$ cat src/hdl/vmul_pkg.sv
////////////////////
// shared types, address map and sizing of the vector multiply coprocessor
// imported by the RTL modules and the register-file interface
////////////////////
package vmul_pkg;

    typedef logic [63:0] bus64_t;

    typedef enum logic [1:0] {VMUL, VMULH, VMULHU, VMULHSU} vmul_op_t;
    typedef enum logic [1:0] {SEW_8, SEW_16, SEW_32, SEW_64} sew_t;
    typedef enum logic [2:0] {IDLE, RD_VS1, RD_VS2, ISSUE, WAIT_MUL, WR_VD} seq_state_t;

    // register file
    localparam int VREG_NUM = 8;
    localparam int VREG_AW  = 3;

    // AXI4-Lite address map
    localparam int AXI_AW = 7;
    localparam int AXI_DW = 64;
    localparam logic [AXI_AW-1:0] VREG_BASE   = 7'h00;
    localparam logic [AXI_AW-1:0] CMD_ADDR    = 7'h40;
    localparam logic [AXI_AW-1:0] STATUS_ADDR = 7'h48;
    localparam logic [1:0] RESP_OKAY   = 2'b00;
    localparam logic [1:0] RESP_SLVERR = 2'b10;

    // command word field offsets, op and sew are 2 bits, registers VREG_AW
    localparam int CMD_OP_LSB  = 0;
    localparam int CMD_SEW_LSB = 2;
    localparam int CMD_VD_LSB  = 4;
    localparam int CMD_VS1_LSB = 7;
    localparam int CMD_VS2_LSB = 10;

    localparam int MUL_LATENCY = 2;

endpackage

$ cat src/hdl/vrf_if.sv
////////////////////
// one access port of the vector register file
// requesters hold their request until a single-cycle gnt
////////////////////
interface vrf_if import vmul_pkg::*; ();

    logic               req;
    logic               we;
    logic [VREG_AW-1:0] addr;
    bus64_t             wdata;
    logic               gnt;
    // valid in the cycle after a read grant
    bus64_t             rdata;

    modport requester (output req, we, addr, wdata, input gnt, rdata);
    modport arbiter (input req, we, addr, wdata, output gnt, rdata);

endinterface

$ cat src/hdl/axil_vmul_slave.sv
////////////////////
// AXI4-Lite slave for the register file window, command and status registers
// one transaction at a time and writes win over reads
////////////////////
module axil_vmul_slave import vmul_pkg::*; (
    input  logic              clk_i,
    input  logic              rstn_i,
    input  logic              s_awvalid_i,
    output logic              s_awready_o,
    input  logic [AXI_AW-1:0] s_awaddr_i,
    input  logic              s_wvalid_i,
    output logic              s_wready_o,
    input  logic [AXI_DW-1:0] s_wdata_i,
    output logic              s_bvalid_o,
    input  logic              s_bready_i,
    output logic [1:0]        s_bresp_o,
    input  logic              s_arvalid_i,
    output logic              s_arready_o,
    input  logic [AXI_AW-1:0] s_araddr_i,
    output logic              s_rvalid_o,
    input  logic              s_rready_i,
    output logic [AXI_DW-1:0] s_rdata_o,
    output logic [1:0]        s_rresp_o,
    output logic              cmd_valid_o,
    output bus64_t            cmd_word_o,
    input  logic              busy_i,
    vrf_if.requester          vrf
);

    typedef enum logic [1:0] {S_IDLE, S_VRF, S_BRESP, S_RRESP} slv_state_t;

    slv_state_t         state_q;
    logic               we_q;
    logic               rd_vrf_q;
    logic               cmd_valid_q;
    logic [1:0]         resp_q;
    logic [VREG_AW-1:0] idx_q;
    bus64_t             wdata_q;
    bus64_t             rdata_q;
    logic               wr_hs;
    logic               rd_hs;

    // aligned address inside the register window
    function automatic logic is_vreg(input logic [AXI_AW-1:0] a);
        logic [AXI_AW-1:0] off;
        off = a - VREG_BASE;
        return (off < AXI_AW'(VREG_NUM * 8)) && (off[2:0] == 3'b0);
    endfunction

    function automatic logic [VREG_AW-1:0] vreg_idx(input logic [AXI_AW-1:0] a);
        logic [AXI_AW-1:0] off;
        off = a - VREG_BASE;
        return off[3 +: VREG_AW];
    endfunction

    assign wr_hs       = (state_q == S_IDLE) && s_awvalid_i && s_wvalid_i;
    assign rd_hs       = (state_q == S_IDLE) && s_arvalid_i && !wr_hs;
    assign s_awready_o = wr_hs;
    assign s_wready_o  = wr_hs;
    assign s_arready_o = rd_hs;
    assign s_bvalid_o  = (state_q == S_BRESP);
    assign s_rvalid_o  = (state_q == S_RRESP);
    assign s_bresp_o   = resp_q;
    assign s_rresp_o   = resp_q;
    assign s_rdata_o   = rd_vrf_q ? vrf.rdata : rdata_q;
    assign cmd_valid_o = cmd_valid_q;
    assign cmd_word_o  = wdata_q;

    assign vrf.req   = (state_q == S_VRF);
    assign vrf.we    = we_q;
    assign vrf.addr  = idx_q;
    assign vrf.wdata = wdata_q;

    always_ff @(posedge clk_i or negedge rstn_i) begin
        if (!rstn_i) begin
            state_q     <= S_IDLE;
            we_q        <= 1'b0;
            rd_vrf_q    <= 1'b0;
            cmd_valid_q <= 1'b0;
            resp_q      <= RESP_OKAY;
        end else begin
            cmd_valid_q <= 1'b0;
            case (state_q)
                S_IDLE: begin
                    if (wr_hs) begin
                        we_q    <= 1'b1;
                        resp_q  <= RESP_OKAY;
                        state_q <= S_BRESP;
                        if (is_vreg(s_awaddr_i)) begin
                            state_q <= S_VRF;
                        end else if (s_awaddr_i == CMD_ADDR && !busy_i) begin
                            cmd_valid_q <= 1'b1;
                        end else begin
                            // busy command, status write or unmapped
                            resp_q <= RESP_SLVERR;
                        end
                    end else if (rd_hs) begin
                        we_q     <= 1'b0;
                        resp_q   <= RESP_OKAY;
                        rd_vrf_q <= is_vreg(s_araddr_i);
                        state_q  <= is_vreg(s_araddr_i) ? S_VRF : S_RRESP;
                        if (!is_vreg(s_araddr_i) && s_araddr_i != STATUS_ADDR) begin
                            resp_q <= RESP_SLVERR;
                        end
                    end
                end
                S_VRF: if (vrf.gnt) state_q <= we_q ? S_BRESP : S_RRESP;
                S_BRESP: if (s_bready_i) state_q <= S_IDLE;
                S_RRESP: if (s_rready_i) state_q <= S_IDLE;
                default: state_q <= S_IDLE;
            endcase
        end
    end

    // address and data capture at the handshake
    always_ff @(posedge clk_i) begin
        if (wr_hs) begin
            wdata_q <= s_wdata_i;
            idx_q   <= vreg_idx(s_awaddr_i);
        end else if (rd_hs) begin
            idx_q   <= vreg_idx(s_araddr_i);
            rdata_q <= (s_araddr_i == STATUS_ADDR) ? AXI_DW'(busy_i) : '0;
        end
    end

    // read data stays put while the host stalls rready
    rdata_hold_a: assert property (@(posedge clk_i) disable iff (!rstn_i)
        s_rvalid_o && !s_rready_i |=> $stable(s_rdata_o));

endmodule

$ cat src/flat_wrapper.sv
// flat-port wrapper written by rule: the top's interface ports become plain ports
module axil_vmul_slave_flat import vmul_pkg::*;
  (clk_i, rstn_i, s_awvalid_i, s_awready_o, s_awaddr_i, s_wvalid_i, s_wready_o, s_wdata_i, s_bvalid_o, s_bready_i, s_bresp_o, s_arvalid_i, s_arready_o, s_araddr_i, s_rvalid_o, s_rready_i, s_rdata_o, s_rresp_o, cmd_valid_o, cmd_word_o, busy_i, vrf_req, vrf_we, vrf_addr, vrf_wdata, vrf_gnt, vrf_rdata);
  vrf_if vrf_i ();
  input  logic clk_i;
  input  logic rstn_i;
  input  logic s_awvalid_i;
  output logic s_awready_o;
  input  logic [AXI_AW-1:0] s_awaddr_i;
  input  logic s_wvalid_i;
  output logic s_wready_o;
  input  logic [AXI_DW-1:0] s_wdata_i;
  output logic s_bvalid_o;
  input  logic s_bready_i;
  output logic [1:0] s_bresp_o;
  input  logic s_arvalid_i;
  output logic s_arready_o;
  input  logic [AXI_AW-1:0] s_araddr_i;
  output logic s_rvalid_o;
  input  logic s_rready_i;
  output logic [AXI_DW-1:0] s_rdata_o;
  output logic [1:0] s_rresp_o;
  output logic cmd_valid_o;
  output bus64_t cmd_word_o;
  input  logic busy_i;
  output wire logic [$bits(vrf_i.req)-1:0] vrf_req;
  output wire logic [$bits(vrf_i.we)-1:0] vrf_we;
  output wire logic [$bits(vrf_i.addr)-1:0] vrf_addr;
  output wire logic [$bits(vrf_i.wdata)-1:0] vrf_wdata;
  input wire logic [$bits(vrf_i.gnt)-1:0] vrf_gnt;
  input wire logic [$bits(vrf_i.rdata)-1:0] vrf_rdata;
  assign vrf_req = vrf_i.req;
  assign vrf_we = vrf_i.we;
  assign vrf_addr = vrf_i.addr;
  assign vrf_wdata = vrf_i.wdata;
  assign vrf_i.gnt = vrf_gnt;
  assign vrf_i.rdata = vrf_rdata;
  axil_vmul_slave u_core (.clk_i(clk_i), .rstn_i(rstn_i), .s_awvalid_i(s_awvalid_i), .s_awready_o(s_awready_o), .s_awaddr_i(s_awaddr_i), .s_wvalid_i(s_wvalid_i), .s_wready_o(s_wready_o), .s_wdata_i(s_wdata_i), .s_bvalid_o(s_bvalid_o), .s_bready_i(s_bready_i), .s_bresp_o(s_bresp_o), .s_arvalid_i(s_arvalid_i), .s_arready_o(s_arready_o), .s_araddr_i(s_araddr_i), .s_rvalid_o(s_rvalid_o), .s_rready_i(s_rready_i), .s_rdata_o(s_rdata_o), .s_rresp_o(s_rresp_o), .cmd_valid_o(cmd_valid_o), .cmd_word_o(cmd_word_o), .busy_i(busy_i), .vrf(vrf_i));
endmodule
$ cat config.mk
export PLATFORM = sky130hd
export DESIGN_NAME = axil_vmul_slave_flat
export DESIGN_NICKNAME = d
export VERILOG_FILES = /design/src/hdl/vmul_pkg.sv /design/src/hdl/vrf_if.sv /design/src/hdl/axil_vmul_slave.sv /design/src/flat_wrapper.sv
export SDC_FILE = /design/constraint.sdc
export NUM_CORES = 1
export LEC_CHECK = 0
export BUFFER_PORTS_ARGS = -buffer_cell sky130_fd_sc_hd__buf_2
export CORE_AREA = 3 3 138 140
export CTS_BUF_LIST = sky130_fd_sc_hd__clkbuf_8
export DETAILED_ROUTE_END_ITERATION = 8
export DIE_AREA = 0 0 141 143
export SYNTH_ARGS = -nofsm -noshare
export SYNTH_HDL_FRONTEND = slang
export SYNTH_SLANG_ARGS = --single-unit
$ cat constraint.sdc
create_clock -name clk_i -period 2.7 [get_ports clk_i]
set_clock_uncertainty 0.05 [all_clocks]
set_input_delay 0.135 -clock clk_i [delete_from_list [all_inputs] [get_ports clk_i]]
set_output_delay 0.135 -clock clk_i [all_outputs]
set_load 0.03 [all_outputs]
==> qor.yml <==
drc: 0
synth_cell_types: 29
clk_pin_slew_worst_paths_ns: 0.08
tns_ns: 0
arrival_ns: 1.86
fp.dieW_um: 141
grt.busiest_layer: "met2"
use_met3_pct: 4.99
finalHoldViolCount: 0
critical_path_class: "reg2out"
syn_avg_cell_area_um2: 13.4
power.density_nw_per_um2: 698
hold-path-cell-count: 4
dieArea_um2: 20200
drt_iter0_markers: 96
fmax_mhz: 488
antenna_found_initial: 1
clock_sinks: 74
ctsResizeCount: 0
wire_per_inst_um: 16.7
reg2reg_slack_ns: 0.96
io_pins: 358
relSlewSlack_pct: 50.6
tightest_slew_ns: 0.735
crit_fanout: 41
post-cts-setup-buffers: 0
rsz0062_at_grt: "no"
end_kind: "output port"
netlist_area_um2: 3440
drive_above_1_share_pct: 61.9
placed_cell_area_um2: 4990
grt_pass1_vias: 3324
stdcell_area_um2: 5860
die_h_um: 143
crit_path_top_delay_cell: "dfrtp_1"
htreeDepth: 3
worstSetupStartpointType: "register"
hpwl_um: 11600
synth_seq_cells: 74
gp_congestion: 0.782
cp_data_required_time_ns: 2.52
drt_wl_total_um: 14200
critical_path.max_stage_delay_ns: 0.49
ir_drop_mv: 0.313
portBuffers: 355
initial_utilization_pct: 19.2
status: "completed"
rows: 49
p_leak_nw: 2.88
ant_nets: 0
cts_buffer_depth: 2
hp-class: "in2reg"
route.vias.total: 3184
syn-instance-count: 257
cts.hold.buffers_added: 65
cts_buffers: 9
fin_crit_sh_pct: 75.9
use_met2_pct: 24.0
use_met1_pct: 14.5
grt_pass1_wl_um: 19700
utilization_pct: 32.6
ys_seq_area_share_pct: 63.6
clockRootBuffer: "clkbuf_8"
fin_nets: 766
fillerInstances: 1859
setup_viol: 0
worstSkewPairLatency_ns: 0.36
yosysWarnings: 0
maxCapViolCount: 0
core_um2: 18000
grt_max_degree: 42
dr.pass1.iters: 4
viasPerCell: 3.75
grt_overflow_total: 0
reg2reg_depth: 2
cts_tree: "yes"
area_growth_pct: 70.1
grt_util_all_layers_pct: 13.1
finalMaxSlewViolations: 0
finalCriticalPeriod_ns: 2.05
antenna_cells: 0
crit_chain: "and4bb_4 > buf_12 > buf_2"
## worst max-delay path, delay by kind of cell, from the launching register on
kind	cells	cell delay [ns]
AND/OR/NAND/NOR	1	0.48
buffers and inverters	2	0.51
flip-flops	1	0.49
## power by group
part	switching [mW]	internal, mW	leakage, nW	total (mW)
Clock	0.430	0.519	0.103	0.949
Combinational	1.09	0.515	2.09	1.61
Sequential	0.113	1.42	0.693	1.54
## logic make-up after synthesis
kind of cell | Yosys count | share of synthesized area (%)
and+or+nand+nor | 85 | 14.9
buffers and inverters | 78 | 16.4
DFF | 74 | 63.6
AOI/OAI and AO/OA | 13 | 3.01
muxes | 6 | 1.93
other | 1 | 0.109
## stage by stage
| step | hold slack, ns | total power [mW] | instances | worst slack [ns] |
|---|---|---|---|---|
| after detailed placement | -0.0628 | 3.11 | 768 | 0.959 |
| after floorplan | -0.211 | 2.67 | 258 | 0.805 |
| after global placement | -0.0602 | 3.10 | 768 | 0.998 |
| final | 0.0353 | 4.09 | 849 | 0.652 |
| after CTS | 0.00272 | 4.16 | 849 | 0.596 |
| after global routing | 0.0206 | 4.29 | 849 | 0.541 |
## metal layers
| layer | routed length (um) | vias to the layer above |
|---|---|---|
| met4 | 114 | 2 |
| met1 | 5470 | 1437 |
| li1 | - | 1520 |
| met2 | 7190 | 214 |
| met5 | 20 | - |
| met3 | 1400 | 11 |
## cell usage after synthesis, drive strengths merged
master / count / share of area [%]
mux2i: 1 / 0.29
nor3: 2 / 0.29
a21oi: 5 / 0.73
o31ai: 1 / 0.36
dfrtp: 6 / 4.4
clkbuf: 7 / 0.76
or3b: 1 / 0.25
edfxtp: 68 / 59
a2bb2oi: 1 / 0.25
and2b: 1 / 0.22
nor4: 2 / 0.36
nor2: 5 / 0.54
buf: 71 / 16
a21o: 1 / 0.25
conb: 1 / 0.11
and2: 64 / 12
o21ai: 2 / 0.29
o41a: 1 / 0.62
a22o: 1 / 0.25
nor2b: 1 / 0.18
nor4b: 1 / 0.25
mux2: 5 / 1.6
nand2: 6 / 0.65
or3: 1 / 0.18
o41ai: 1 / 0.25
and4bb: 1 / 0.36
## area by class of cell
cell class / instances / area (um2) / share of cell area (%)
Clock inverter: 7 / 92.6 / 1.58
Tap cell: 229 / 287 / 4.89
Sequential cell: 74 / 2190 / 37.4
Timing Repair Buffer: 424 / 2470 / 42.1
Multi-Input combinational cell: 106 / 696 / 11.9
Clock buffer: 9 / 124 / 2.11
## state kept, by name, summed over array words and instances (netlist names)
name and cells:
u_core.state_q 2, u_core.s_bresp_o 1, u_core.cmd_word_o 64, u_core.rdata_q 1, u_core.vrf.we 1, u_core.vrf.addr 3, u_core.cmd_valid_o 1, u_core.rd_vrf_q 1
## placed cells by master, fill, tap and decap left out, types with 2 or more instances in the layout
master | Yosys | routed
buf_2 | 1 | 355
edfxtp_1 | 68 | 68
dlygate4sd3_1 | 0 | 65
and2_1 | 64 | 64
clkbuf_8 | 0 | 9
nand2_1 | 6 | 6
dfrtp_1 | 6 | 6
mux2_2 | 5 | 5
nor2_1 | 5 | 5
a21oi_1 | 5 | 5
buf_4 | 68 | 3
nor3_1 | 2 | 2
nor4_1 | 2 | 2
conb_1 | 1 | 2
clkinvlp_4 | 0 | 2
bufinv_16 | 0 | 2
## final timing paths
kind	from	to
worst max-delay path	u_core.state_q[0]$_DFFE_PN0P_	s_awready_o
worst min-delay path	s_awaddr_i[4]	u_core.cmd_valid_o$_DFF_PN0_
worst max register to register	u_core.state_q[0]$_DFFE_PN0P_	u_core.cmd_word_o[40]$_DFFE_PN_
worst min register to register	u_core.vrf.we$_DFFE_PN0P_	u_core.vrf.we$_DFFE_PN0P_
max in group asynchronous	rstn_i	u_core.cmd_valid_o$_DFF_PN0_
min in group asynchronous	rstn_i	u_core.vrf.we$_DFFE_PN0P_
Note: power is estimated with default switching activity, not from simulation.
